`config.mk`:
```
export PLATFORM = sky130hd
export DESIGN_NAME = free_list
export DESIGN_NICKNAME = d
export VERILOG_FILES = /design/src/rtl/dm_pkg.sv /design/src/rtl/free_list.sv
export VERILOG_INCLUDE_DIRS = /design/src /design/src/rtl
export SDC_FILE = /design/constraint.sdc
export NUM_CORES = 1
export LEC_CHECK = 0
export BUFFER_PORTS_ARGS = -buffer_cell sky130_fd_sc_hd__buf_2
export CAP_MARGIN = 10
export CORE_MARGIN = 1.5
export CORE_UTILIZATION = 69
export CTS_BUF_LIST = sky130_fd_sc_hd__clkbuf_2 sky130_fd_sc_hd__clkbuf_4 sky130_fd_sc_hd__clkbuf_8
export CTS_CLUSTER_SIZE = 12
export DETAILED_ROUTE_END_ITERATION = 7
export HOLD_SLACK_MARGIN = 0.12
export PLACE_DENSITY = 0.9
export SLEW_MARGIN = 20
export SYNTH_ARGS = -nofsm -noshare
export SYNTH_HDL_FRONTEND = slang
export SYNTH_SLANG_ARGS = --single-unit
```
`constraint.sdc`:
```
create_clock -name clk -period 6.5 [get_ports clk]
set_input_delay 0.325 -clock clk [delete_from_list [all_inputs] [get_ports clk]]
set_output_delay 0.325 -clock clk [all_outputs]
set_load 0.01 [all_outputs]
```
`src/rtl/dm_defines.svh`:
```
`ifndef DM_DEFINES_SVH
`define DM_DEFINES_SVH

// Flit payload and trailing empty-byte count.
`define DM_DATA_W    64
`define DM_EMPTY_W   3

// Packet slots, one ID per slot.
`define DM_PKT_NUM   16
`define DM_ID_W      4

// Slot size in flits and the matching count and address widths.
`define DM_MAX_FLITS 8
`define DM_FLITS_W   4
`define DM_ADDR_W    7

// Cycles from read request to read data.
`define DM_MEM_LAT   3

// Credits per output channel at reset.
`define DM_CREDITS   8
`define DM_CRED_W    4

`endif

```
`src/rtl/dm_pkg.sv`:
```
`include "dm_defines.svh"

package dm_pkg;

    // Where a packet goes once it leaves the buffer.
    typedef enum logic [1:0] {
        DEST_DROP = 2'd0,
        DEST_PCIE = 2'd1,
        DEST_ETH  = 2'd2
    } pkt_dest_e;

    typedef logic [`DM_ID_W-1:0]   pkt_id_t;
    typedef logic [`DM_ADDR_W-1:0] buf_addr_t;
    typedef logic [`DM_CRED_W-1:0] cred_t;

    typedef struct packed {
        logic [`DM_DATA_W-1:0]  data;
        logic                   sop;
        logic                   eop;
        logic [`DM_EMPTY_W-1:0] empty;
    } flit_t;

    typedef struct packed {
        pkt_id_t                pkt_id;
        logic [`DM_FLITS_W-1:0] flits;
        logic [15:0]            len;
        pkt_dest_e              dest;
    } metadata_t;

    typedef struct packed {
        logic      valid;
        buf_addr_t addr;
        flit_t     flit;
    } buf_wr_t;

    typedef struct packed {
        logic      valid;
        buf_addr_t addr;
        pkt_dest_e dest;
    } rd_req_t;

    typedef struct packed {
        logic      valid;
        pkt_dest_e dest;
        flit_t     flit;
    } rd_resp_t;

endpackage

```
`src/rtl/free_list.sv`:
```
`timescale 1ns/1ps
`include "dm_defines.svh"

module free_list (
    input  logic                clk,
    input  logic                rst,
    output logic                alloc_valid,
    output logic [`DM_ID_W-1:0] alloc_id,
    input  logic                alloc_ready,
    input  logic                rel_valid,
    input  logic [`DM_ID_W-1:0] rel_id
);
    import dm_pkg::*;

    // Depth equals the ID space, so the pointers wrap on their own.
    pkt_id_t           mem [`DM_PKT_NUM];
    pkt_id_t           rd_ptr;
    pkt_id_t           wr_ptr;
    logic [`DM_ID_W:0] count;
    pkt_id_t           init_id;
    logic              init_done;
    logic              push;
    logic              pop;
    pkt_id_t           push_id;

    // The load sequence owns the write port until every ID is in.
    assign push    = !init_done || rel_valid;
    assign push_id = init_done ? rel_id : init_id;
    assign pop     = alloc_valid && alloc_ready;

    assign alloc_valid = init_done && (count != '0);
    assign alloc_id    = mem[rd_ptr];

    always_ff @(posedge clk) begin
        if (push) begin
            mem[wr_ptr] <= push_id;
        end
    end

    always_ff @(posedge clk) begin
        if (rst) begin
            rd_ptr    <= '0;
            wr_ptr    <= '0;
            count     <= '0;
            init_id   <= '0;
            init_done <= 1'b0;
        end else begin
            if (!init_done) begin
                init_id <= init_id + 1'b1;
                if (init_id == pkt_id_t'(`DM_PKT_NUM - 1)) begin
                    init_done <= 1'b1;
                end
            end
            if (push) begin
                wr_ptr <= wr_ptr + 1'b1;
            end
            if (pop) begin
                rd_ptr <= rd_ptr + 1'b1;
            end
            case ({push, pop})
                2'b10:   count <= count + 1'b1;
                2'b01:   count <= count - 1'b1;
                default: count <= count;
            endcase
        end
    end

endmodule

```
==> results by group <==
Synthesis
  • Synth Instances: 248
  • Cell Area, Synth: 3700 um^2
  • Largest cells by area after synthesis: edfxtp_1 (52%), dfxtp_1 (12%), mux4_1 (11%)
  • Most numerous cell in the Yosys netlist: edfxtp_1
  • Post-synth top flop: edfxtp_1
  • Net Count, Synth: 265
  • Most common library cells after synthesis: edfxtp_1 (64), nor2_1 (31), dfxtp_1 (22)
  • Yosys warns: 0
  • Asr flop ratio synth: 0
  • Number of synthesized register bits: 86
  • Largest area contributor in the netlist: edfxtp_1
  • Sequential fraction of the synthesis area: 0.639
  • Number of distinct library cells after synthesis: 34
  • Synth top area share: 0.520
  • Avg Inst Size Synth: 14.9 um^2
  • Post-synth EDFFs: 64

CTS
  • Root Buffer: clkbuf_8
  • Reg clk slew, reported paths: 0.08 ns
  • Post CTS Setup Buffer Count: 0
  • Cts bufs inserted: 9
  • CTS tree: built
  • CTS resizes: 0
  • H-tree depth: 3
  • TritonCTS Sinks: 86
  • Largest buffer count on any clock path: 2
  • Skew-Pair Late Insertion Delay: 0.34 ns
  • Hold Buf Count CTS: 0

Timing
  • RSZ-0062 raised after global routing: no
  • Fmax: 359 MHz
  • WHS: 0.377 ns
  • Clk_skew: 0.00554 ns
  • Tcrit/Tclk final: 0.428
  • Slew headroom: 0.398
  • Setup Viol. Count Final: 0
  • Final Hold Viols: 0
  • Max Transition Viols Final: 0
  • Post-layout min period: 2.78 ns
  • Setup_tns: 0 ns
  • Actual slew at the worst max-slew pin: 0.902 ns

GRT
  • Total GRT Usage: 0.248
  • Initial antenna violation count: 0
  • Largest net degree at the start of global routing: 23
  • Vias in the first global route: 1,921
  • Grt total ovfl: 0
  • Global-route wire length before repair: 10,400 um

Status
  • Status: completed

Route
  • Post-DRT Antenna Nets: 0
  • WL final: 6580 um
  • Drt drc: 0
  • Vias: 2,008
  • Wire per inst: 19.7 um
  • DR iter-0 viols: 195
  • Pre-Repair DR Iteration Count: 4
  • Post-DR vias/cell: 6.03

Power
  • Power Dens Cells: 251 nW/um^2
  • Design Power: 0.000987 W
  • Peak supply drop: 0.000180 V
  • P_leak: 1.41 nW

Setup path
  • Critical Path Max Stage Delay: 0.92 ns
  • Endpoint class of the critical path: primary output
  • WS Path Type: flop to primary output
  • Type of element launching the critical path: flop
  • Levels on crit path: 4
  • Delay-heaviest family, CP: flip-flops
  • R2R cell count: 10
  • Worst EP required: 6.17 ns
  • Cells along the critical path: mux4_1 > a22oi_1 > nand2_1 > buf_2
  • Crit path DAT: 2.46 ns
  • CP Max Fanout: 16
  • CP Buf/Inv Count: 1
  • CP max-delay cell: dfxtp_1

Placement
  • Port Buf Inserts: 12
  • Inst Count DP: 317
  • DPL Wire Length: 4180 um
  • Routability cong.: 0.808

Floorplan
  • Io pins: 13
  • Die area: 5810 um^2
  • Initial Util: 0.719
  • Die W: 76.2 um
  • Die outline height: 76.2 um
  • Core Area: 5140 um^2
  • Row count: 26

Final layout
  • Nets@finish: 275
  • Ant. Diodes: 0
  • Layout cells sized above 1: 0.122
  • Fin cells: 333
  • Layout area overhead: 6.23%
  • Multi-input gate area: 1220 um^2
  • Storage cell area: 2360 um^2
  • Fillcell total: 316

Job
  • Max-Cap Viols: 0

Worst hold path
  • Worst hold path depth: 2
  • Hold Crit Class: input port to flop
[report_power, final]
group,switching (W),internal [W],leakage [nW]
sequential,0.0000114,0.000607,0.774
combinational,0.0000354,0.0000211,0.556
clock,0.000178,0.000135,0.0784
total,0.000224,0.000763,1.41
[cell usage in the layout (no fill, tap or decap), types with 3 or more instances in the layout]
cell / Yosys / layout
clkbuf_8: 0 / 9
dfxtp_1: 22 / 22
nand2b_1: 4 / 4
nand2_1: 13 / 13
ha_1: 9 / 9
nor3_1: 7 / 7
mux2_2: 5 / 5
edfxtp_1: 64 / 64
inv_1: 8 / 8
buf_2: 5 / 12
xnor2_1: 5 / 5
mux2i_1: 4 / 4
nor2_1: 31 / 31
nand4_1: 3 / 3
a21oi_1: 7 / 7
a22oi_1: 8 / 8
nand3_1: 3 / 3
nor2b_1: 6 / 6
xor2_1: 7 / 7
mux4_1: 16 / 16
clkinv_2: 0 / 3
clkinvlp_4: 0 / 3
[routing by layer]
layer | up-vias | GRT usage | wire length [um]
met3 | 9 | 0.0874 | 552
li1 | 958 | - | -
met1 | 974 | 0.346 | 2880
met5 | - | 0 | 0
met2 | 67 | 0.373 | 3020
met4 | 0 | 0.0778 | 114
[final cells by class]
type | count | share of cell area
inverters | 8 | 0.00765
repair buffers | 12 | 0.0153
clock buffers | 9 | 0.0315
well taps | 70 | 0.0223
multi-input cells | 141 | 0.311
flip-flops and latches | 86 | 0.601
clock inverters | 7 | 0.0105
[kinds of logic (layout without fill, tap and decap cells)]
group | Yosys count | count (layout) | share of synthesized area
flops | 86 | 86 | 0.639
compound gates | 24 | 24 | 0.0443
mux | 25 | 25 | 0.140
buf+inv | 21 | 36 | 0.0305
simple gates | 71 | 71 | 0.0877
xor+xnor | 12 | 12 | 0.0284
fa+ha+maj | 9 | 9 | 0.0305
[metrics by stage]
stage           util  setup slack (ns)  cell area (um^2)
4_1_cts        0.764              3.71              3930
2_1_floorplan      -              3.98              3700
3_5_place_dp   0.732              3.83              3760
6_report       0.764              3.72              3930
5_1_grt        0.764              3.56              3930
3_3_place_gp   0.732              3.90              3760
[state kept, by name (all words and copies together) (netlist names), named ones only]
name	cells
count	5
init_done	1
init_id	4
mem	64
rd_ptr	4
wr_ptr	4
[path summary, 6_finish.rpt]
path	from	endpoint	slack, ns
worst max-delay path	flop	alloc_id[2]	3.72
worst min-delay path	rst	init_id[3]	0.38
worst max register to register	init_done	count[4]	3.77
worst min register to register	init_id[3]	init_done	0.50
Power figures use the tool's default switching activity.
