**config.mk**
```make
export PLATFORM = sky130hd
export DESIGN_NAME = flit_reader
export DESIGN_NICKNAME = d
export VERILOG_FILES = /design/src/rtl/dm_pkg.sv /design/src/rtl/flit_reader.sv
export VERILOG_INCLUDE_DIRS = /design/src /design/src/rtl
export SDC_FILE = /design/constraint.sdc
export NUM_CORES = 1
export LEC_CHECK = 0
export BUFFER_PORTS_ARGS = -buffer_cell sky130_fd_sc_hd__buf_2
export CORE_MARGIN = 10
export CORE_UTILIZATION = 52
export DETAILED_ROUTE_END_ITERATION = 8
export GPL_TIMING_DRIVEN = 1
export PLACE_DENSITY = 0.81
export RECOVER_POWER = 50
export SLEW_MARGIN = 20
export SYNTH_ARGS = -nofsm -noshare
export SYNTH_HDL_FRONTEND = slang
export SYNTH_SLANG_ARGS = --single-unit
```
**constraint.sdc**
```tcl
create_clock -name clk -period 4 [get_ports clk]
set_clock_uncertainty 0.15 [all_clocks]
set_input_delay 0 -clock clk [delete_from_list [all_inputs] [get_ports clk]]
set_output_delay 0 -clock clk [all_outputs]
set_load 0.005 [all_outputs]
```
**src/rtl/dm_defines.svh**
```systemverilog
`ifndef DM_DEFINES_SVH
`define DM_DEFINES_SVH

// Flit payload and trailing empty-byte count.
`define DM_DATA_W    64
`define DM_EMPTY_W   3

// Packet slots, one ID per slot.
`define DM_PKT_NUM   16
`define DM_ID_W      4

// Slot size in flits and the matching count and address widths.
`define DM_MAX_FLITS 8
`define DM_FLITS_W   4
`define DM_ADDR_W    7

// Cycles from read request to read data.
`define DM_MEM_LAT   3

// Credits per output channel at reset.
`define DM_CREDITS   8
`define DM_CRED_W    4

`endif

```
**src/rtl/dm_pkg.sv**
```systemverilog
`include "dm_defines.svh"

package dm_pkg;

    // Where a packet goes once it leaves the buffer.
    typedef enum logic [1:0] {
        DEST_DROP = 2'd0,
        DEST_PCIE = 2'd1,
        DEST_ETH  = 2'd2
    } pkt_dest_e;

    typedef logic [`DM_ID_W-1:0]   pkt_id_t;
    typedef logic [`DM_ADDR_W-1:0] buf_addr_t;
    typedef logic [`DM_CRED_W-1:0] cred_t;

    typedef struct packed {
        logic [`DM_DATA_W-1:0]  data;
        logic                   sop;
        logic                   eop;
        logic [`DM_EMPTY_W-1:0] empty;
    } flit_t;

    typedef struct packed {
        pkt_id_t                pkt_id;
        logic [`DM_FLITS_W-1:0] flits;
        logic [15:0]            len;
        pkt_dest_e              dest;
    } metadata_t;

    typedef struct packed {
        logic      valid;
        buf_addr_t addr;
        flit_t     flit;
    } buf_wr_t;

    typedef struct packed {
        logic      valid;
        buf_addr_t addr;
        pkt_dest_e dest;
    } rd_req_t;

    typedef struct packed {
        logic      valid;
        pkt_dest_e dest;
        flit_t     flit;
    } rd_resp_t;

endpackage

```
**src/rtl/flit_reader.sv**
```systemverilog
`timescale 1ns/1ps
`include "dm_defines.svh"

module flit_reader (
    input  logic                clk,
    input  logic                rst,
    input  logic                meta_valid,
    input  dm_pkg::metadata_t   meta_data,
    output logic                meta_ready,
    input  logic                disable_pcie,
    input  logic                pcie_pkt_credit,
    input  logic                pcie_meta_credit,
    input  logic                eth_pkt_credit,
    output dm_pkg::rd_req_t     rd_req,
    output logic                rel_valid,
    output logic [`DM_ID_W-1:0] rel_id,
    output logic                acc_meta_valid,
    output dm_pkg::metadata_t   acc_meta
);
    import dm_pkg::*;

    typedef enum logic {
        IDLE,
        READ
    } state_e;

    state_e                 state;
    logic                   run;
    pkt_dest_e              res_dest;
    cred_t                  req_flits;
    logic                   cred_ok;
    logic                   last_read;
    logic                   accept;
    logic [`DM_FLITS_W-1:0] remain;
    pkt_id_t                cur_id;
    cred_t                  pcie_pkt_cred;
    cred_t                  pcie_meta_cred;
    cred_t                  eth_pkt_cred;
    cred_t                  pcie_pkt_take;
    cred_t                  pcie_meta_take;
    cred_t                  eth_pkt_take;

    // With PCIe disabled, anything not dropped goes back to Ethernet.
    always_comb begin
        res_dest = meta_data.dest;
        if (disable_pcie && (meta_data.dest != DEST_DROP)) begin
            res_dest = DEST_ETH;
        end
    end

    assign req_flits = cred_t'(meta_data.flits);

    // Whole packet must fit in the receiver before it starts.
    always_comb begin
        case (res_dest)
            DEST_PCIE: cred_ok = (pcie_pkt_cred >= req_flits) && (pcie_meta_cred != '0);
            DEST_ETH:  cred_ok = (eth_pkt_cred >= req_flits);
            default:   cred_ok = 1'b1;
        endcase
    end

    assign last_read = (state == READ) && (remain == 1);

    // No drop in the last-read cycle, its release would land on this packet's.
    assign meta_ready = run && cred_ok &&
                        ((state == IDLE) || (last_read && (res_dest != DEST_DROP)));
    assign accept     = meta_valid && meta_ready;

    assign acc_meta_valid = accept;
    always_comb begin
        acc_meta      = meta_data;
        acc_meta.dest = res_dest;
    end

    always_comb begin
        pcie_pkt_take  = '0;
        pcie_meta_take = '0;
        eth_pkt_take   = '0;
        if (accept) begin
            case (res_dest)
                DEST_PCIE: begin
                    pcie_pkt_take  = req_flits;
                    pcie_meta_take = cred_t'(1);
                end
                DEST_ETH: eth_pkt_take = req_flits;
                default:  eth_pkt_take = '0;
            endcase
        end
    end

    always_ff @(posedge clk) begin
        if (rst) begin
            pcie_pkt_cred  <= cred_t'(`DM_CREDITS);
            pcie_meta_cred <= cred_t'(`DM_CREDITS);
            eth_pkt_cred   <= cred_t'(`DM_CREDITS);
        end else begin
            pcie_pkt_cred  <= pcie_pkt_cred + cred_t'(pcie_pkt_credit) - pcie_pkt_take;
            pcie_meta_cred <= pcie_meta_cred + cred_t'(pcie_meta_credit) - pcie_meta_take;
            eth_pkt_cred   <= eth_pkt_cred + cred_t'(eth_pkt_credit) - eth_pkt_take;
        end
    end

    // Read sequencer, one address per cycle while in READ.
    always_ff @(posedge clk) begin
        if (rst) begin
            state        <= IDLE;
            run          <= 1'b0;
            remain       <= '0;
            rd_req.valid <= 1'b0;
            rel_valid    <= 1'b0;
        end else begin
            run       <= 1'b1;
            rel_valid <= 1'b0;
            if (state == READ) begin
                if (last_read) begin
                    rel_valid    <= 1'b1;
                    rel_id       <= cur_id;
                    state        <= IDLE;
                    rd_req.valid <= 1'b0;
                end else begin
                    remain      <= remain - 1'b1;
                    rd_req.addr <= rd_req.addr + 1'b1;
                end
            end
            if (accept) begin
                if (res_dest == DEST_DROP) begin
                    rel_valid <= 1'b1;
                    rel_id    <= meta_data.pkt_id;
                end else begin
                    state        <= READ;
                    remain       <= meta_data.flits;
                    cur_id       <= meta_data.pkt_id;
                    rd_req.valid <= 1'b1;
                    rd_req.addr  <= buf_addr_t'(meta_data.pkt_id) *
                                    buf_addr_t'(`DM_MAX_FLITS);
                    rd_req.dest  <= res_dest;
                end
            end
        end
    end

endmodule

```
==> flow_summary.ini, run 1 <==
[critical_path]
cp_common_cell = ha_1
critPathCaptureType = register
critPathLaunch = meta_data[21]
slowest_stage = dlygate4sd3_1
r2r_setup_slack_ns = 0.74
cp_cell_sequence = dlygate4sd3_1 > clkbuf_1 > inv_1 > ha_1 > o211ai_1 > o21ai_0 > nand3b_1 > nor2_1 > and2_1 > ha_1 > inv_1 > ha_1 > a21o_1 > a21oi_1 > xnor2_1 > and2_1 > mux2i_1
cpPeakStageDelay_ns = 0.52
critPathLaunchType = primary input
crit_path_max_fanout = 4
critPathKind = primary input to register
critPathRequiredTime_ns = 4.02
timing.rr.start = remain[1]
crit_buf_inv = 4
cp.arrival_ns = 3.41
cpLargestDelayFamily = buffers and inverters

[drt]
vias_per_cell = 5.32
drc = 0
drt_iter0_drc = 131
totalWireLength_mm = 5.68
vias = 1903
wire_per_inst_um = 15.9
firstDrtPassIters = 4
drtAntennaViolNets = 0

[yosys]
synth-edff-count = 17
yosys_warnings = 0
async_flop_share_pct = 0
synth_cell_type_count = 42
ys_seq_area_share_pct = 36.3
synth_nets = 312
synth_area_leaders = edfxtp_1 (20%), dfxtp_1 (16%), ha_1 (14%), buf_4 (7.2%), xnor2_1 (3.5%)
syn_area_um2 = 2510
synth_top_area_cell = edfxtp_1
synth_top_area_share_pct = 20.3
ys_seq_elements = 37
synth_cells = 248
synth.avg_cell_area_um2 = 10.1
synth-main-ff-cell = dfxtp_1

[timing]
timing.hold.ws_ns = -0.00542
hold_viol = 1
clock.fmax_ghz = 0.295
setup_viol = 0
fin_setup_tns_ns = 0
slew_violations = 0
rsz0062_at_grt = no
tightest_slew_ns = 0.889
max_slew_margin_pct = 40.8
fin_crit_ns = 3.39
period_share_pct = 84.6

[pwr]
p_total_mw = 1.18
power_density_nw_per_um2 = 398
p_leak_nw = 1.20
vdd_drop_max_mv = 0.288

[floorplanning]
die-width_um = 89.5
core-area_um2 = 4690
die_h_um = 89.5
ioPinCount = 76
initial_core_util_pct = 53.5
die-area_um2 = 8000
rows = 25

[flow_run]
max_cap_violations = 0

[status]
violations = negative hold slack
outcome = complete, but fails checks

[placement]
dp_hpwl_mm = 4.05
dpl-instance-area_um2 = 2590
place.gp.congestion = 0.782
io_buffer_count = 43

[global_route]
antenna_found_initial = 0
grt_pass1_wl_mm = 9.31
overflow = 0
grt_usage_pct = 14.6
grt_pass1_vias = 2011
grt_start_max_net_pins = 21

[layout]
multiInputGateArea_um2 = 1320
final-seq-area_um2 = 911
antenna_cells = 0
area_growth_pct = 18.3
fin_nets = 367
drive_above_1_share_pct = 12.5
finalInstanceArea_um2 = 2970
fillers = 391

[clocking]
root_buffer = clkbuf_8
cts_max_level = 2
cts_tree = yes
clk_pin_slew_ns = 0.07
hold_buffers = 32
post_cts_resized = 0
post_cts_buffers = 0
cts_buffers = 5
clock_path_buffers = 2
clkSinkCount = 37
clock_latency_ns = 0.29

[min_path]
hold_path.class = primary input to register
hp-start = meta_data[1]
-- where the power goes --
group / internal (mW) / total (mW) / switching (mW)
registers: 0.458 / 0.502 / 0.0441
clock network: 0.121 / 0.251 / 0.130
logic: 0.215 / 0.429 / 0.214
-- metal layers --
layer	vias to the layer above	track usage (%)	share of wire, %
met5	-	0	0
met4	0	3.03	0.51
met3	6	4.56	7.9
met2	64	25.8	49
met1	890	16.7	42
li1	943	-	-
-- state kept, by name, summed over array words and instances (netlist names) --
register	flops
rd_req	10
cur_id	4
run	1
state	1
pcie_pkt_cred	4
rel_id	4
remain	4
eth_pkt_cred	4
rel_valid	1
pcie_meta_cred	4
-- worst register-to-register path, delay by kind of cell (launching register included) --
family                     cells  cell delay [ns]
adders and majority gates      3             0.68
and+or+nand+nor                6             1.28
AOI/OAI and AO/OA              2             0.34
buffers and inverters          2             0.15
muxes                          1             0.06
DFF                            1             0.32
xor gates and xnor gates       1             0.15
-- cells by family (layout without fill, tap and decap cells) --
kind of cell | count (synthesis) | after routing | synth area share [%]
AND/OR/NAND/NOR | 70 | 70 | 16.7
buffers and inverters | 50 | 106 | 11.4
flip-flops | 37 | 37 | 36.3
AO/OA/AOI/OAI | 34 | 34 | 9.28
adder cells (fa/ha/maj) | 31 | 31 | 16.4
XOR/XNOR | 17 | 17 | 5.94
multiplexers | 9 | 9 | 4.04
-- final cells by class --
class / count / share of cell area, %
Clock buffer: 7 / 2.57
Clock inverter: 1 / 0.127
Inverter: 23 / 2.91
Multi-Input combinational cell: 161 / 44.4
Sequential cell: 37 / 30.7
Tap cell: 54 / 2.28
Timing Repair Buffer: 75 / 17.0
-- cells in the mapped netlist, types with 3 or more instances --
cell type  count
nor3b_1        3
a211oi_1       5
nor3_1         6
xnor2_1       10
dfxtp_1       20
nand3_1       11
a21oi_1       11
nor2_1        16
fa_1           3
edfxtp_1      17
xor2_1         7
a21o_1         5
nand2_1       13
nor2b_1        5
buf_4         24
mux2i_1        6
and2_1         3
ha_1          28
inv_1         22
o21ai_0        8
-- cells in the final DEF, fill, tap and decap left out, types with 3 or more instances in the layout --
cell type / count
fa_1: 3
dfxtp_1: 20
nor2b_1: 5
a21oi_1: 11
clkbuf_2: 3
edfxtp_1: 17
ha_1: 28
xnor2_1: 10
xor2_1: 7
and2_1: 3
a21o_1: 5
clkbuf_8: 5
nor2_1: 16
nor3_1: 6
mux2i_1: 6
nand3_1: 11
buf_2: 15
nand2_1: 13
inv_1: 22
a211oi_1: 5
nor3b_1: 3
dlygate4sd3_1: 32
o21ai_0: 8
clkbuf_1: 27
-- stage by stage --
step	setup slack (ns)	utilization, %	cells
after floorplan	1.00	-	248
after global placement	0.890	55.2	318
after detailed placement	0.740	55.2	318
after CTS	0.702	63.8	358
after global routing	0.259	63.2	358
final	0.615	63.2	358
-- path summary, 6_finish.rpt --
kind,to,cells after the start
hold / removal,rel_valid,4
setup reg to reg,pcie_pkt_cred[3],15
setup / recovery,pcie_pkt_cred[3],17
hold reg to reg,rd_req[9],2
(Power assumes the default switching activity.)
==> inputs of run 2 (changes only) <==
- CORE_UTILIZATION: 52 -> 47
- PLACE_DENSITY: 0.81 -> 0.77
- clock period: 4 -> 2.8 ns (I/O delays scaled with it)
==> flow_summary.ini, run 2 (synthesis results as in run 1) <==
[clocking]
root_buffer = clkbuf_8
cts_tree = yes
cts_buffers = 5
clock_path_buffers = 2
clock_latency_ns = 0.30
clkSinkCount = 37
cts_max_level = 2
clk_pin_slew_ns = 0.08

[timing]
setup_viol = 4
tightest_slew_ns = 0.622
timing.hold.ws_ns = 0.0634
max_slew_margin_pct = 58.5
slew_violations = 0
period_share_pct = 103
rsz0062_at_grt = yes
clock.fmax_ghz = 0.348
fin_setup_tns_ns = -0.198
setup_ws_ns = -0.0751
fin_crit_ns = 2.88
hold_viol = 0

[critical_path]
critPathKind = register to register
timing.rr.start = remain[1]
critPathLaunchType = register
cpPeakStageDelay_ns = 0.51
cp.arrival_ns = 2.90
cpLargestDelayFamily = simple AND/OR/NAND/NOR gates
slowest_stage = fa_2
r2r_setup_slack_ns = -0.08
crit_path_end = eth_pkt_cred[1]
crit_path_max_fanout = 3
cp_num_cells = 14
crit_buf_inv = 4
critPathCaptureType = register
critPathLaunch = remain[1]
r2r-end = eth_pkt_cred[1]
critPathRequiredTime_ns = 2.83
rr_worst_depth = 14
cp_cell_sequence = inv_2 > ha_4 > or3b_4 > nand2_8 > nand4_4 > and2b_2 > and2_4 > ha_4 > inv_2 > ha_4 > buf_4 > inv_2 > fa_2 > nor2_1

[min_path]
whs_path_depth = 4
hp-start = meta_data[21]
hold_path.class = primary input to register

[drt]
wl_met1_mm = 2.59
drc = 0
drt_iter0_drc = 81
drtAntennaViolNets = 0
vias_per_cell = 4.96
met3_length_um = 485
wire_per_inst_um = 15.9
vias = 2034
firstDrtPassIters = 4
wl_met2_mm = 3.36
totalWireLength_mm = 6.51
top_layer = met4

[floorplanning]
rows = 26
die_h_um = 93.1
die-width_um = 93.1
core-area_um2 = 5140
ioPinCount = 76
die-area_um2 = 8660
initial_core_util_pct = 48.8

[placement]
place.gp.congestion = 0.869
preCtsSetupSlack_ns = -0.177
io_buffer_count = 43
dpl-instance-area_um2 = 2850
dp_hpwl_mm = 4.37

[pwr]
power_density_nw_per_um2 = 606
p_leak_nw = 1.41
vdd_drop_max_mv = 0.389
p_total_mw = 2.13

[layout]
drive_above_1_share_pct = 33.2
layout_common_cells = buf_4 (36), dlygate4sd3_1 (32), clkbuf_1 (28), edfxtp_1 (17)
largest_reg_flops = 10
regMostFlops = rd_req
fillers = 417
area_growth_pct = 40.3
finalInstanceArea_um2 = 3520
final_common_cell = buf_4
fin_nets = 403
antenna_cells = 0

[global_route]
grt_usage_pct = 14.6
grt_start_max_net_pins = 21
grt_pass1_vias = 2229
overflow = 0
grt_pass1_wl_mm = 10.4
antenna_found_initial = 0

[flow_run]
max_cap_violations = 0

[status]
violations = negative setup slack
outcome = complete, but fails checks
run 2: cell types whose count changed in the layout (fill, tap and decap cells not counted), sizes merged:
cell | before | now
buf | 15 | 51
bufinv | 0 | 2
clkbuf | 35 | 33
run 2: power by group:
part	internal, mW	leakage, nW	switching [mW]
registers	0.658	0.329	0.0560
logic	0.464	1.01	0.394
clock network	0.354	0.0681	0.206
total	1.48	1.41	0.655
run 2: worst min path at each step:
stage	to	slack [ns]
after CTS	pcie_pkt_cred[1]	-0.06
final	remain[3]	0.06
after global routing	remain[3]	0.06
after detailed placement	acc_meta[14]	-0.15
after global placement	acc_meta[14]	-0.15
after floorplan	acc_meta[0]	-0.11
run 2: worst reg2reg max path, stage by stage, from the launching register on:
cell and delay [ns]:
dfxtp_2 0.33, inv_2 0.07, ha_4 0.12, or3b_4 0.41, nand2_8 0.08, nand4_4 0.12, and2b_2 0.27, and2_4 0.16
ha_4 0.20, inv_2 0.06, ha_4 0.12, buf_4 0.10, inv_2 0.03, fa_2 0.51, nor2_1 0.04
run 2: per-stage QoR:
stage          cells  utilization, %
2_1_floorplan    248               -
3_3_place_gp     363            55.5
3_5_place_dp     363            55.5
4_1_cts          405            66.5
5_1_grt          410            68.5
6_report         410            68.5
run 2: metal layers:
layer  up-vias  track usage [%]
li1       1013                -
met1       951             16.1
met2        62             26.0
met3         8             4.64
met4         0             4.50
met5         -                0
run 2: what timing repair did:
item	in CTS	in global routing
hold endpoints to repair	44	3
setup endpoints to repair	5	9
buffers inserted	3	4
hold buffers	31	1
pin swaps	25	19
gates cloned	0	0
resized for setup	23	19
run 2: layout make-up:
cell class	count	area (um2)	area share (%)
Timing Repair Buffer	111	771	21.9
Clock buffer	5	68.8	1.96
Clock inverter	3	65.1	1.85
Inverter	23	86.3	2.45
Multi-Input combinational cell	161	1520	43.3
Sequential cell	37	917	26.1
Tap cell	70	87.6	2.49
==> inputs of run 3 (changes only) <==
- BUFFER_PORTS_ARGS: -buffer_cell sky130_fd_sc_hd__buf_2 -> unset
- CORE_UTILIZATION: 47 -> 57
- DONT_BUFFER_PORTS: unset -> 1
- PLACE_DENSITY: 0.77 -> 0.75
==> flow_summary.ini, run 3 (synthesis results as in run 1) <==
[status]
outcome = complete, but fails checks
violations = negative setup slack

[placement]
place.gp.congestion = 0.881
dpl-instance-area_um2 = 2610
dp_hpwl_mm = 3.90
io_buffer_count = 0

[critical_path]
critPathKind = register to register
critPathCaptureType = register
slowest_stage = dfxtp_1
cp_common_cell = ha_4
cpLargestDelayFamily = compound AO/OA/AOI/OAI gates
cp.arrival_ns = 3.11
cpPeakStageDelay_ns = 0.35
crit_path_max_fanout = 4
critPathRequiredTime_ns = 2.83
cp_cell_sequence = ha_4 > o211ai_1 > o211ai_2 > nand4_4 > buf_6 > nor2_4 > nand2_2 > ha_4 > ha_4 > a21o_1 > a21oi_4 > xnor2_2 > and2_4 > mux2i_1
crit_buf_inv = 1
critPathLaunchType = register

[drt]
totalWireLength_mm = 7.28
firstDrtPassIters = 5
vias = 2031
drtAntennaViolNets = 0
vias_per_cell = 5.66
drt_iter0_drc = 94
drc = 0
wire_per_inst_um = 20.3

[floorplanning]
initial_core_util_pct = 58.4
ioPinCount = 76
rows = 24
die_h_um = 86.3
die-area_um2 = 7450
die-width_um = 86.3
core-area_um2 = 4290

[global_route]
grt_start_max_net_pins = 15
antenna_found_initial = 0
grt_pass1_vias = 2004
grt_pass1_wl_mm = 10.1
overflow = 0
grt_usage_pct = 16.6

[layout]
largest_reg_flops = 10
final-seq-area_um2 = 916
drive_above_1_share_pct = 32.9
final_common_cell = dlygate4sd3_1
area_growth_pct = 38.3
regMostFlops = rd_req
layout_common_cells = dlygate4sd3_1 (44), buf_4 (31), ha_4 (17), edfxtp_1 (17), dfxtp_1 (16)
finalInstanceArea_um2 = 3470
fin_nets = 370
fillers = 230
multiInputGateArea_um2 = 1610
antenna_cells = 0

[clocking]
clkSinkCount = 37
cts_tree = yes
cts_max_level = 2
clock_latency_ns = 0.30
clock_path_buffers = 2
clk_pin_slew_ns = 0.08
cts_buffers = 5
root_buffer = clkbuf_8

[timing]
setup_viol = 9
hold_viol = 0
period_share_pct = 110
tightest_slew_ns = 0.597
clock.fmax_ghz = 0.325
rsz0062_at_grt = yes
setup_ws_ns = -0.280
fin_setup_tns_ns = -1.63
fin_crit_ns = 3.08
slew_violations = 0
max_slew_margin_pct = 60.2

[flow_run]
max_cap_violations = 0

[pwr]
p_clk_share_pct = 18.4
p_total_mw = 2.02
p_leak_nw = 1.36
vdd_drop_max_mv = 0.393
p_sw_uw = 684
power_density_nw_per_um2 = 582
combPwrFrac_pct = 46.0
netSwitchingFraction_pct = 33.9
intPower_mw = 1.34
p_seq_share_pct = 35.6

[min_path]
hold_path.class = primary input to register
## run 3: worst paths after layout
path	to	cells after the start	slack, ns	from
worst max-delay path	pcie_pkt_cred[3]	14	-0.28	eth_pkt_cred[3]
worst min-delay path	pcie_pkt_cred[3]	5	0.05	meta_valid
worst max register to register	pcie_pkt_cred[3]	14	-0.28	eth_pkt_cred[3]
worst min register to register	pcie_meta_cred[3]	4	0.47	pcie_meta_cred[3]
## run 3: area by class of cell
cell class	instances	area share [%]
clock buffer	7	2.20
clock inverter	1	0.108
inverter	23	2.63
multi-input combinational	161	46.4
sequential	37	26.4
tap	52	1.88
timing repair buffer	78	20.4
## run 3: worst register-to-register path, cell delays in order (launching register included)
cell and delay (ns):
dfxtp_1 0.35, ha_4 0.28, o211ai_1 0.16, o211ai_2 0.32, nand4_4 0.14, buf_6 0.14
nor2_4 0.14, nand2_2 0.09, ha_4 0.29, ha_4 0.19, a21o_1 0.20, a21oi_4 0.17
xnor2_2 0.14, and2_4 0.16, mux2i_1 0.06
## run 3: layer usage
metal  vias to the layer above  global-route usage, %  part of all wire [%]
met5                         -                      0                     0
li1                        949                      -                     -
met1                       978                   18.7                    37
met3                        20                   5.16                   7.0
met4                         0                   5.60                   3.1
met2                        84                   28.9                    53
## run 3: repair_timing
action                                  in CTS  in global routing
gates resized for setup                     14                 43
buffers inserted                             3                  3
pin swaps                                   21                 32
endpoints found under the setup margin       4                 10
hold endpoints to repair                    64                  0
hold buffers                                44                  0
## run 3: power groups by stage
stage	logic (mW)	registers [mW]	clock network (mW)
2_1_floorplan	0.493	0.713	0
3_3_place_gp	0.629	0.720	0
3_5_place_dp	0.652	0.722	0
4_1_cts	0.758	0.712	0.366
5_1_grt	1.01	0.728	0.393
6_report	0.929	0.719	0.372
## run 3: metrics by stage
stage,cells,setup slack (ns),utilization (%),hold WS [ns]
2_1_floorplan,248,-0.0678,-,-0.107
3_3_place_gp,301,-0.142,60.8,-0.150
3_5_place_dp,301,-0.164,60.8,-0.150
4_1_cts,356,-0.0713,75.1,0.0394
5_1_grt,359,-0.398,80.8,0.0655
6_report,359,-0.280,80.8,0.0481
