<file path="config.mk">
export PLATFORM = sky130hd
export DESIGN_NAME = egress_router
export DESIGN_NICKNAME = d
export VERILOG_FILES = /design/src/rtl/dm_pkg.sv /design/src/rtl/egress_router.sv
export VERILOG_INCLUDE_DIRS = /design/src /design/src/rtl
export SDC_FILE = /design/constraint.sdc
export NUM_CORES = 1
export LEC_CHECK = 0
export ABC_CLOCK_PERIOD_IN_PS = 4200
export BUFFER_PORTS_ARGS = -buffer_cell sky130_fd_sc_hd__buf_2
export CORE_AREA = 5 5 109 111
export CTS_CLUSTER_DIAMETER = 50
export DETAILED_ROUTE_END_ITERATION = 6
export DIE_AREA = 0 0 114 116
export GPL_TIMING_DRIVEN = 0
export MAX_ROUTING_LAYER = met4
export PLACE_DENSITY = 0.94
export SLEW_MARGIN = 30
export SYNTH_ARGS = -nofsm -noshare
export SYNTH_HDL_FRONTEND = slang
export SYNTH_SLANG_ARGS = --single-unit
</file>
<file path="constraint.sdc">
create_clock -name clk -period 4.2 [get_ports clk]
set_input_delay 0.42 -clock clk [delete_from_list [all_inputs] [get_ports clk]]
set_output_delay 0.42 -clock clk [all_outputs]
set_load 0.005 [all_outputs]
</file>
<file path="src/rtl/dm_defines.svh">
`ifndef DM_DEFINES_SVH
`define DM_DEFINES_SVH

// Flit payload and trailing empty-byte count.
`define DM_DATA_W    64
`define DM_EMPTY_W   3

// Packet slots, one ID per slot.
`define DM_PKT_NUM   16
`define DM_ID_W      4

// Slot size in flits and the matching count and address widths.
`define DM_MAX_FLITS 8
`define DM_FLITS_W   4
`define DM_ADDR_W    7

// Cycles from read request to read data.
`define DM_MEM_LAT   3

// Credits per output channel at reset.
`define DM_CREDITS   8
`define DM_CRED_W    4

`endif

</file>
<file path="src/rtl/dm_pkg.sv">
`include "dm_defines.svh"

package dm_pkg;

    // Where a packet goes once it leaves the buffer.
    typedef enum logic [1:0] {
        DEST_DROP = 2'd0,
        DEST_PCIE = 2'd1,
        DEST_ETH  = 2'd2
    } pkt_dest_e;

    typedef logic [`DM_ID_W-1:0]   pkt_id_t;
    typedef logic [`DM_ADDR_W-1:0] buf_addr_t;
    typedef logic [`DM_CRED_W-1:0] cred_t;

    typedef struct packed {
        logic [`DM_DATA_W-1:0]  data;
        logic                   sop;
        logic                   eop;
        logic [`DM_EMPTY_W-1:0] empty;
    } flit_t;

    typedef struct packed {
        pkt_id_t                pkt_id;
        logic [`DM_FLITS_W-1:0] flits;
        logic [15:0]            len;
        pkt_dest_e              dest;
    } metadata_t;

    typedef struct packed {
        logic      valid;
        buf_addr_t addr;
        flit_t     flit;
    } buf_wr_t;

    typedef struct packed {
        logic      valid;
        buf_addr_t addr;
        pkt_dest_e dest;
    } rd_req_t;

    typedef struct packed {
        logic      valid;
        pkt_dest_e dest;
        flit_t     flit;
    } rd_resp_t;

endpackage

</file>
<file path="src/rtl/egress_router.sv">
`timescale 1ns/1ps

module egress_router (
    input  logic              clk,
    input  logic              rst,
    input  dm_pkg::rd_resp_t  rd_resp,
    input  logic              acc_meta_valid,
    input  dm_pkg::metadata_t acc_meta,
    output logic              pcie_pkt_valid,
    output dm_pkg::flit_t     pcie_pkt,
    output logic              eth_pkt_valid,
    output dm_pkg::flit_t     eth_pkt,
    output logic              pcie_meta_valid,
    output dm_pkg::metadata_t pcie_meta
);
    import dm_pkg::*;

    logic to_pcie;
    logic to_eth;
    logic meta_to_pcie;

    // Steering follows the tag carried back from the buffer.
    assign to_pcie      = rd_resp.valid && (rd_resp.dest == DEST_PCIE);
    assign to_eth       = rd_resp.valid && (rd_resp.dest == DEST_ETH);

    // Only PCIe packets get a metadata word downstream.
    assign meta_to_pcie = acc_meta_valid && (acc_meta.dest == DEST_PCIE);

    // Each payload register loads only for its own channel.
    always_ff @(posedge clk) begin
        if (to_pcie) begin
            pcie_pkt <= rd_resp.flit;
        end
        if (to_eth) begin
            eth_pkt <= rd_resp.flit;
        end
        if (meta_to_pcie) begin
            pcie_meta <= acc_meta;
        end
    end

    always_ff @(posedge clk) begin
        if (rst) begin
            pcie_pkt_valid  <= 1'b0;
            eth_pkt_valid   <= 1'b0;
            pcie_meta_valid <= 1'b0;
        end else begin
            pcie_pkt_valid  <= to_pcie;
            eth_pkt_valid   <= to_eth;
            pcie_meta_valid <= meta_to_pcie;
        end
    end

endmodule

</file>
==> metrics.txt, run 1 <==
# TYPE chip_impl_metric gauge
chip_impl_metric{name="netlist-cell-type-count",unit=""} 5
chip_impl_info{name="critical-path-top-delay-family",value="flip-flops"} 1
chip_impl_metric{name="synthesis.area",unit="um2"} 5049
chip_impl_metric{name="buf_inv_on_cp",unit=""} 1
chip_impl_metric{name="finalHoldViolCount",unit=""} 0
chip_impl_metric{name="final_area",unit="um2"} 7242
chip_impl_metric{name="routedWlPerCell",unit="um"} 19.50
chip_impl_metric{name="htreeDepth",unit=""} 4
chip_impl_metric{name="ir_worst_vdd",unit="mV"} 0.3136
chip_impl_metric{name="clock_tree.buffer_depth",unit=""} 2
chip_impl_metric{name="post_cts_hold_buffer_count",unit=""} 0
chip_impl_metric{name="final_nets",unit=""} 562
chip_impl_metric{name="powerDensity",unit="nW/um2"} 517.3
chip_impl_info{name="timing.critical_path.slowest_stage_cell",value="edfxtp_1"} 1
chip_impl_metric{name="routed_via_density",unit=""} 4.689
chip_impl_metric{name="fin_tns_setup",unit="ps"} 0
chip_impl_metric{name="cp_peak_stage_delay",unit="ps"} 410
chip_impl_metric{name="critical_path_cell_count",unit=""} 1
chip_impl_metric{name="syn_avg_cell_area",unit="um2"} 29.18
chip_impl_metric{name="max_slew_margin",unit=""} 0.6291
chip_impl_metric{name="seq_area_frac_synth",unit=""} 0.9874
chip_impl_metric{name="instance_count_along_the_most_critical_hold_path",unit=""} 1
chip_impl_metric{name="grt_antenna_before_repair",unit=""} 0
chip_impl_metric{name="setup_viol",unit=""} 0
chip_impl_metric{name="gpl.final_weighted_congestion",unit=""} 0.8197
chip_impl_metric{name="yosys_warnings",unit=""} 0
chip_impl_info{name="status",value="completed"} 1
chip_impl_metric{name="post-layout-total-power",unit="W"} 0.003746
chip_impl_metric{name="critical_path_peak_fanout",unit=""} 1
chip_impl_info{name="root_buffer",value="clkbuf_8"} 1
chip_impl_metric{name="grt_util_all_layers",unit=""} 0.1829
chip_impl_info{name="critPathLaunchType",value="register"} 1
chip_impl_metric{name="cts.repair.resized",unit=""} 0
chip_impl_metric{name="start_util",unit=""} 0.4719
chip_impl_metric{name="floorplan.io_pins",unit=""} 268
chip_impl_metric{name="die_area",unit="um2"} 13220
chip_impl_metric{name="synthesis.nets",unit=""} 274
chip_impl_info{name="grt_setup_unrepaired",value="false"} 1
chip_impl_metric{name="floorplan.rows",unit=""} 38
chip_impl_info{name="timing.setup.critical_path_class",value="register to primary output"} 1
chip_impl_metric{name="vias_in_the_first_global_route",unit=""} 3083
chip_impl_metric{name="cts_num_sinks",unit=""} 167
chip_impl_metric{name="share_of_cells_above_drive_strength_1",unit=""} 0.6350
chip_impl_metric{name="core_area",unit="um2"} 10700
chip_impl_metric{name="buffer_ports.inserted",unit=""} 267
chip_impl_metric{name="grt_pass1_wl",unit="mm"} 16.92
chip_impl_info{name="crit_path_cell_trace",value="buf_2"} 1
chip_impl_metric{name="syn_to_final_growth",unit="%"} 43.44
chip_impl_metric{name="chipWidth",unit="um"} 114
chip_impl_metric{name="chipHeight",unit="um"} 116
chip_impl_metric{name="hold-worst-slack",unit="ps"} 83.82
chip_impl_metric{name="pin_count_of_the_biggest_net_entering_global_routing",unit=""} 45
chip_impl_metric{name="clock_slew_at_the_register_clock_pins_of_the_worst_setup_and_hold_paths",unit="ps"} 70
chip_impl_metric{name="dpl-instance-area",unit="um2"} 6608
chip_impl_metric{name="finalCritPeriodShare",unit=""} 0.3516
chip_impl_metric{name="arrival",unit="ps"} 1060
chip_impl_metric{name="max_clock_freq",unit="MHz"} 677.2
chip_impl_metric{name="post_synth_inst_count",unit=""} 173
chip_impl_metric{name="firstDrtPassIters",unit=""} 4
chip_impl_metric{name="postCtsSetupBuffers",unit=""} 0
chip_impl_metric{name="diodes",unit=""} 0
chip_impl_metric{name="route.antenna.remaining_nets",unit=""} 0
chip_impl_metric{name="finalMaxSlewViolations",unit=""} 0
chip_impl_metric{name="required_time_of_the_worst_setup_path",unit="ps"} 3780
chip_impl_metric{name="finalWorstPathRequiredPeriod",unit="ps"} 1477
chip_impl_metric{name="via_count",unit=""} 2879
chip_impl_metric{name="routed_wirelength",unit="mm"} 11.98
chip_impl_info{name="critPathCaptureType",value="primary output"} 1
chip_impl_metric{name="detail_route.drc_violations",unit=""} 0
chip_impl_metric{name="grt_overflow",unit=""} 0
chip_impl_metric{name="worstMarginPinSlew",unit="ps"} 556.3
chip_impl_info{name="worstHoldPathType",value="input port to register"} 1
chip_impl_info{name="tritoncts",value="done"} 1
chip_impl_metric{name="drv_cap",unit=""} 0
chip_impl_metric{name="power.static_leakage",unit="nW"} 2.940
chip_impl_metric{name="dpl_hpwl",unit="mm"} 9.035
chip_impl_metric{name="flop_and_latch_count_out_of_synthesis",unit=""} 167
chip_impl_metric{name="detail_route.iter0.violations",unit=""} 121
chip_impl_metric{name="number_of_buffers_added_by_the_clock_tree_synthesis_step",unit=""} 17
layout by cell type, fill, tap and decap left out, drive strengths merged:
cell,instances
and3b,3
and4bb,3
buf,269
bufinv,5
clkbuf,23
clkinv,3
clkinvlp,1
dfxtp,3
edfxtp,164
registers in the layout, summed over array words and instances (netlist names):
register	count
pcie_meta_valid	1
pcie_pkt_valid	1
eth_pkt	69
eth_pkt_valid	1
pcie_meta	26
pcie_pkt	69
power by group:
group | internal, W | leakage [nW] | switching (W)
clock | 0.00106 | 0.306 | 0.000574
combinational | 0.0000847 | 1.10 | 0.0000918
sequential | 0.00192 | 1.53 | 0.0000199
cells in the mapped netlist:
master,count,share of area
and4bb_2,1,0.0025
and4bb_1,2,0.0050
dfxtp_1,3,0.012
and3b_1,3,0.0052
edfxtp_1,164,0.98
through the flow:
step / setup slack (ps) / utilization / instances
floorplan: 1629 / - / 173
global placement: 854.3 / 0.6132 / 580
CTS: 2687 / 0.6768 / 614
global route: 2681 / 0.6770 / 614
finish: 2723 / 0.6770 / 614
detailed placement: 2321 / 0.6177 / 582
kinds of logic after synthesis:
kind of cell	after synthesis	share of synthesized area
AND/OR/NAND/NOR	6	0.01264
flip-flops	167	0.9874
metal layers:
metal,routed length [um],up-vias,global-route usage
li1,-,1288,-
met1,4331,1383,0.2001
met2,6149,194,0.3080
met3,1360,14,0.07154
met4,135,0,0.06017
met5,0,-,-
final timing paths:
check	start	end	slack, ps
worst max-delay path	pcie_meta[11]$_DFFE_PP_	pcie_meta[11]	2720
worst min-delay path	acc_meta[6]	pcie_meta[6]$_DFFE_PP_	80
final cells by class:
type	instances	area, um2
Timing Repair Buffer	269	1376
Fill cell	711	3456
Multi-Input combinational cell	6	72.57
Tap cell	140	175.2
Sequential cell	167	4985
Clock inverter	9	176.4
Clock buffer	23	456.7
Note: power is estimated with default switching activity, not from simulation.
==> run 2: changes to the inputs <==
ABC_CLOCK_PERIOD_IN_PS = 1200   (was 4200)
CORE_AREA = 5 5 119 121   (was 5 5 109 111)
DIE_AREA = 0 0 124 126   (was 0 0 114 116)
PLACE_DENSITY = 0.85   (was 0.94)
clock period = 1.2 ns   (was 4.2 ns; I/O delays follow)
==> run 2 against run 1 <==
Via count increased by 13%. Die area increased by 18%. Worst setup slack got worse by 2600 ps. Power increased to 3.5 times the previous value. Global-route usage decreased by 1.2 points. Critical path depth increased by 2. Final cell count increased by 22%. Sequential power increased to 3.5 times the previous value. Cell area increased by 14%. Sequential share of layout area decreased by 8.3 points. Non-clock buffer count increased by 96. Critical path type is now input port to register. Largest power group unchanged.
==> metrics.txt, run 2 (same netlist as run 1, synthesis figures left out) <==
# TYPE chip_impl_metric gauge
chip_impl_metric{name="internal_power",unit="W"} 0.01054
chip_impl_metric{name="clock_tree.buffer_depth",unit=""} 2
chip_impl_metric{name="share_of_cells_above_drive_strength_1",unit=""} 0.5351
chip_impl_metric{name="pin_count_of_the_biggest_net_entering_global_routing",unit=""} 40
chip_impl_metric{name="finalNonFillerCells",unit=""} 747
chip_impl_metric{name="final_nets",unit=""} 658
chip_impl_metric{name="start_util",unit=""} 0.3890
chip_impl_metric{name="powerDensity",unit="nW/um2"} 1609
chip_impl_info{name="root_buffer",value="clkbuf_16"} 1
chip_impl_metric{name="cts.repair.resized",unit=""} 0
chip_impl_info{name="tritoncts",value="done"} 1
chip_impl_metric{name="critical_path_cell_count",unit=""} 3
chip_impl_metric{name="ir_worst_vdd",unit="mV"} 0.9191
chip_impl_metric{name="routedWlPerCell",unit="um"} 17.52
chip_impl_info{name="leading_registers_by_flop_count",value="eth_pkt: 69 flops, pcie_pkt: 69 flops, pcie_meta: 26 flops"} 1
chip_impl_info{name="grt_setup_unrepaired",value="false"} 1
chip_impl_metric{name="floorplan.rows",unit=""} 42
chip_impl_metric{name="routed_via_density",unit=""} 4.340
chip_impl_metric{name="detail_route.drc_violations",unit=""} 0
chip_impl_metric{name="floorplan.io_pins",unit=""} 268
chip_impl_metric{name="required_time_of_the_worst_setup_path",unit="ps"} 1300
chip_impl_info{name="status",value="completed"} 1
chip_impl_metric{name="routed_wirelength",unit="mm"} 13.08
chip_impl_info{name="critPathLaunch",value="rd_resp[69]"} 1
chip_impl_info{name="setup_crit_end",value="eth_pkt[67]$_DFFE_PP_"} 1
chip_impl_info{name="crit_path_cell_trace",value="buf_2, and3b_4, buf_12"} 1
chip_impl_info{name="critical-path-top-delay-family",value="simple AND/OR/NAND/NOR gates"} 1
chip_impl_metric{name="power.static_leakage",unit="nW"} 3.329
chip_impl_metric{name="fin_tns_setup",unit="ps"} 0
chip_impl_metric{name="max_slew_margin",unit=""} 0.5963
chip_impl_metric{name="share_comb_of_total_power",unit=""} 0.066
chip_impl_info{name="timing.critical_path.slowest_stage_cell",value="and3b_4"} 1
chip_impl_info{name="layout.cells.most_common_list",value="buf_2 (267), edfxtp_1 (164), dlygate4sd3_1 (96)"} 1
chip_impl_metric{name="clock_slew_at_the_register_clock_pins_of_the_worst_setup_and_hold_paths",unit="ps"} 60
chip_impl_metric{name="syn_to_final_growth",unit="%"} 63.07
chip_impl_metric{name="die_area",unit="um2"} 15620
chip_impl_metric{name="grt_antenna_before_repair",unit=""} 1
chip_impl_metric{name="max_clock_freq",unit="MHz"} 897.5
chip_impl_metric{name="p_sw_frac",unit=""} 0.2045
chip_impl_metric{name="finalWorstPathRequiredPeriod",unit="ps"} 1114
chip_impl_metric{name="route.antenna.remaining_nets",unit=""} 0
chip_impl_metric{name="finalCritPeriodShare",unit=""} 0.9285
chip_impl_metric{name="firstDrtPassIters",unit=""} 4
chip_impl_metric{name="arrival",unit="ps"} 1220
chip_impl_metric{name="htreeDepth",unit=""} 4
chip_impl_info{name="critPathCaptureType",value="register"} 1
chip_impl_metric{name="finalHoldViolCount",unit=""} 0
chip_impl_metric{name="chipWidth",unit="um"} 124
chip_impl_metric{name="chipHeight",unit="um"} 126
chip_impl_info{name="worstHoldPathType",value="input port to register"} 1
chip_impl_metric{name="core_area",unit="um2"} 12980
chip_impl_metric{name="share_seq_of_total_power",unit=""} 0.512
chip_impl_metric{name="grt_util_all_layers",unit=""} 0.1706
chip_impl_metric{name="vias_in_the_first_global_route",unit=""} 3565
chip_impl_metric{name="drv_cap",unit=""} 0
chip_impl_metric{name="critical_path_peak_fanout",unit=""} 37
chip_impl_metric{name="dpl_hpwl",unit="mm"} 8.572
chip_impl_metric{name="grt_overflow",unit=""} 0
chip_impl_metric{name="grt_pass1_wl",unit="mm"} 18.82
chip_impl_metric{name="buf_inv_on_cp",unit=""} 2
chip_impl_metric{name="detail_route.iter0.violations",unit=""} 158
chip_impl_info{name="timing.setup.critical_path_class",value="input port to register"} 1
chip_impl_metric{name="gpl.final_weighted_congestion",unit=""} 0.7681
chip_impl_metric{name="finalMaxSlewViolations",unit=""} 0
chip_impl_info{name="final_common_cell",value="buf_2"} 1
chip_impl_metric{name="switchingPower",unit="W"} 0.002708
chip_impl_metric{name="dp.cells",unit=""} 618
chip_impl_metric{name="cts_num_sinks",unit=""} 167
chip_impl_info{name="critPathLaunchType",value="input port"} 1
chip_impl_metric{name="number_of_buffers_added_by_the_clock_tree_synthesis_step",unit=""} 17
chip_impl_metric{name="clockPowerShare",unit=""} 0.422
chip_impl_metric{name="setup_viol",unit=""} 0
chip_impl_metric{name="buffer_ports.inserted",unit=""} 267
chip_impl_metric{name="worstMarginPinSlew",unit="ps"} 605.6
chip_impl_metric{name="cp_peak_stage_delay",unit="ps"} 650
chip_impl_metric{name="via_count",unit=""} 3242
chip_impl_metric{name="hold-worst-slack",unit="ps"} 31.00
run 2: cell types whose count changed in the layout (fill, tap and decap cells not counted), sizes merged:
cell / delta
dlygate4sd3: +96
inv: +7
clkbuf: -6
bufinv: -2
clkinvlp: +2
clkinv: -1
diode: +1
run 2: layout make-up:
type | count | area (um2)
Antenna cell | 1 | 2.502
Clock buffer | 17 | 425.4
Clock inverter | 15 | 190.2
Fill cell | 883 | 4747
Multi-Input combinational cell | 6 | 72.57
Sequential cell | 167 | 4985
Tap cell | 176 | 220.2
Timing Repair Buffer | 365 | 2337
run 2: per-stage QoR:
step	worst slack [ps]	area (um2)	util	power, W
2_1_floorplan	-99.99	5057	-	0.007009
3_3_place_gp	-465.7	6614	0.5095	0.007479
3_5_place_dp	-359.0	6654	0.5126	0.007526
4_1_cts	62.72	8230	0.6341	0.01337
5_1_grt	52.88	8233	0.6343	0.01377
6_report	85.82	8233	0.6343	0.01324
run 2: how the worst min path moves through the flow:
stage / startpoint / endpoint / slack, ps / cells after the start
finish: rd_resp[71] / pcie_pkt_valid$_SDFF_PP0_ / 30 / 2
CTS: rd_resp[71] / pcie_pkt_valid$_SDFF_PP0_ / 0.8 / 2
global placement: acc_meta[5] / pcie_meta[5]$_DFFE_PP_ / 300 / 1
global route: rd_resp[70] / pcie_pkt_valid$_SDFF_PP0_ / 20 / 2
detailed placement: acc_meta[22] / pcie_meta[22]$_DFFE_PP_ / 300 / 1
floorplan: rd_resp[0] / eth_pkt[0]$_DFFE_PP_ / 220 / 0
run 2: repair_timing:
action | in CTS | in global routing
setup buffers | 0 | 0
hold buffers | 96 | 0
hold endpoints to repair | 165 | 0
run 2: power groups by stage:
stage          combinational, W  clock, W  sequential (W)
5_1_grt                0.000940   0.00603         0.00680
6_report               0.000870   0.00559         0.00678
4_1_cts                0.000869   0.00572         0.00678
2_1_floorplan         0.0000672         0         0.00694
3_3_place_gp           0.000587         0         0.00689
3_5_place_dp           0.000623         0         0.00690
run 2: routing by layer:
layer,track usage,wire length [um],vias up
met2,0.2940,6808,213
met3,0.06457,1437,19
met4,0.06121,162,0
met5,-,0,-
li1,-,-,1484
met1,0.1762,4676,1526
==> run 3: changes to the inputs <==
ABC_CLOCK_PERIOD_IN_PS = 1400   (was 1200)
CORE_AREA = 5 5 109 111   (was 5 5 119 121)
DIE_AREA = 0 0 114 116   (was 0 0 124 126)
HOLD_SLACK_MARGIN = 0.08   (was default)
PLACE_DENSITY = 0.94   (was 0.85)
SKIP_CTS_REPAIR_TIMING = 1   (was default)
clock period = 1.4 ns   (was 1.2 ns; I/O delays follow)
==> run 3 against run 2 <==
Global-route usage is 1.3 points higher. Clock power decreased by 18%. Die area down 15%. Routed wire length increased by 8.7%. Power decreased by 16%. Via count up 3.3%. Critical path depth did not move. Core utilization increased by 13 points. Final cell count fell by 4.1%. Critical path type unchanged. Critical endpoint is now pcie_meta[5]$_DFFE_PP_. Largest cell class unchanged. Highest routed layer unchanged.
==> metrics.txt, run 3 (same netlist as run 1, synthesis figures left out) <==
# TYPE chip_impl_metric gauge
chip_impl_metric{name="chipWidth",unit="um"} 114
chip_impl_info{name="timing.setup.critical_path_class",value="input port to register"} 1
chip_impl_metric{name="dpl_hpwl",unit="mm"} 9.029
chip_impl_metric{name="final_nets",unit=""} 663
chip_impl_info{name="final_common_cell",value="buf_2"} 1
chip_impl_metric{name="chipHeight",unit="um"} 116
chip_impl_metric{name="detail_route.iter0.violations",unit=""} 191
chip_impl_info{name="status",value="completed"} 1
chip_impl_metric{name="floorplan.io_pins",unit=""} 268
chip_impl_metric{name="grt_antenna_before_repair",unit=""} 2
chip_impl_metric{name="routed_wirelength",unit="mm"} 14.22
chip_impl_metric{name="floorplan.rows",unit=""} 38
chip_impl_metric{name="clock_tree.buffer_depth",unit=""} 2
chip_impl_metric{name="detail_route.drc_violations",unit=""} 0
chip_impl_metric{name="finalHoldViolCount",unit=""} 0
chip_impl_metric{name="max_clock_freq",unit="MHz"} 776.6
chip_impl_metric{name="hold-worst-slack",unit="ps"} 285.2
chip_impl_metric{name="pin_count_of_the_biggest_net_entering_global_routing",unit=""} 43
chip_impl_metric{name="finalCritPeriodShare",unit=""} 0.9198
chip_impl_metric{name="via_count",unit=""} 3348
chip_impl_metric{name="routedWlPerCell",unit="um"} 19.86
chip_impl_metric{name="worstMarginPinSlew",unit="ps"} 593.5
chip_impl_metric{name="buffer_ports.inserted",unit=""} 267
chip_impl_metric{name="ff_latch_area",unit="um2"} 4985
chip_impl_metric{name="route.antenna.remaining_nets",unit=""} 0
chip_impl_info{name="worstHoldPathType",value="input port to register"} 1
chip_impl_metric{name="post_route_core_utilization",unit=""} 0.7677
chip_impl_metric{name="drv_cap",unit=""} 0
chip_impl_metric{name="max_slew_margin",unit=""} 0.6043
chip_impl_info{name="layout.cells.most_common_list",value="buf_2 (267), edfxtp_1 (164), dlygate4sd3_1 (101)"} 1
chip_impl_metric{name="power.static_leakage",unit="nW"} 3.349
chip_impl_metric{name="grt_util_all_layers",unit=""} 0.1837
chip_impl_metric{name="final_area",unit="um2"} 8213
chip_impl_info{name="grt_setup_unrepaired",value="false"} 1
chip_impl_metric{name="routed_via_density",unit=""} 4.676
chip_impl_info{name="leading_registers_by_flop_count",value="eth_pkt: 69 flops, pcie_pkt: 69 flops, pcie_meta: 26 flops"} 1
chip_impl_metric{name="finalWorstPathRequiredPeriod",unit="ps"} 1288
chip_impl_metric{name="powerDensity",unit="nW/um2"} 1359
chip_impl_info{name="tritoncts",value="done"} 1
chip_impl_metric{name="share_of_cells_above_drive_strength_1",unit=""} 0.5261
chip_impl_metric{name="arrival",unit="ps"} 1440
chip_impl_metric{name="required_time_of_the_worst_setup_path",unit="ps"} 1550
chip_impl_metric{name="htreeDepth",unit=""} 4
chip_impl_metric{name="grt_pass1_wl",unit="mm"} 16.97
chip_impl_metric{name="number_of_buffers_added_by_the_clock_tree_synthesis_step",unit=""} 17
chip_impl_metric{name="clock_slew_at_the_register_clock_pins_of_the_worst_setup_and_hold_paths",unit="ps"} 60
chip_impl_metric{name="critical_path_peak_fanout",unit=""} 26
chip_impl_metric{name="setup_viol",unit=""} 0
chip_impl_metric{name="ir_worst_vdd",unit="mV"} 1.004
chip_impl_info{name="critPathCaptureType",value="register"} 1
chip_impl_metric{name="finalMaxSlewViolations",unit=""} 0
chip_impl_metric{name="core_area",unit="um2"} 10700
chip_impl_metric{name="dp_slack",unit="ps"} -242.1
chip_impl_metric{name="post-route-worst-setup-slack",unit="ps"} 112.3
chip_impl_metric{name="instance_count_along_the_most_critical_hold_path",unit=""} 2
chip_impl_metric{name="firstDrtPassIters",unit=""} 5
chip_impl_metric{name="vias_in_the_first_global_route",unit=""} 3054
chip_impl_metric{name="multi_input_comb_area",unit="um2"} 72.57
chip_impl_info{name="root_buffer",value="clkbuf_8"} 1
chip_impl_metric{name="cts_num_sinks",unit=""} 167
chip_impl_metric{name="dpl-instance-area",unit="um2"} 6608
chip_impl_metric{name="die_area",unit="um2"} 13220
chip_impl_metric{name="grt_overflow",unit=""} 0
chip_impl_metric{name="syn_to_final_growth",unit="%"} 62.68
chip_impl_metric{name="gpl.final_weighted_congestion",unit=""} 0.7787
chip_impl_info{name="critPathLaunchType",value="input port"} 1
chip_impl_metric{name="start_util",unit=""} 0.4719
chip_impl_metric{name="num-fill-cells",unit=""} 562
## run 3: path summary, 6_finish.rpt
kind | from | slack [ps] | endpoint
min | rd_resp[70] | 290 | pcie_pkt[13]$_DFFE_PP_
max | acc_meta[1] | 110 | pcie_meta[5]$_DFFE_PP_
## run 3: report_power, final
group	internal, W	leakage [nW]	switching (W)
Sequential	0.00575	1.53	0.0000693
Clock	0.00273	0.286	0.00185
Combinational	0.000436	1.53	0.000329
## run 3: per-stage QoR
step,total power [W],std cells,TNS (ps)
global route,0.01157,716,0
CTS,0.01098,613,0
detailed placement,0.006457,582,-17970
global placement,0.006396,580,-39380
floorplan,0.006008,173,0
finish,0.01117,716,0
## run 3: cell type report
cell class,count,share of cell area
sequential,167,0.6069
timing repair buffer,370,0.2907
clock buffer,17,0.05043
tap,140,0.02133
clock inverter,14,0.02118
multi-input combinational,6,0.008836
antenna,2,0.0006094
## run 3: metal layers
metal  GRT usage  up-vias  part of all wire
met1      0.2098     1600              0.36
met5           -        -                 0
met3     0.07311       23             0.098
li1            -     1498                 -
met2      0.3009      227              0.53
met4     0.05622        0             0.019
## run 3: critical path: stages
cell and delay (ps):
dlygate4sd3_1 520, buf_2 140, and3b_2 630
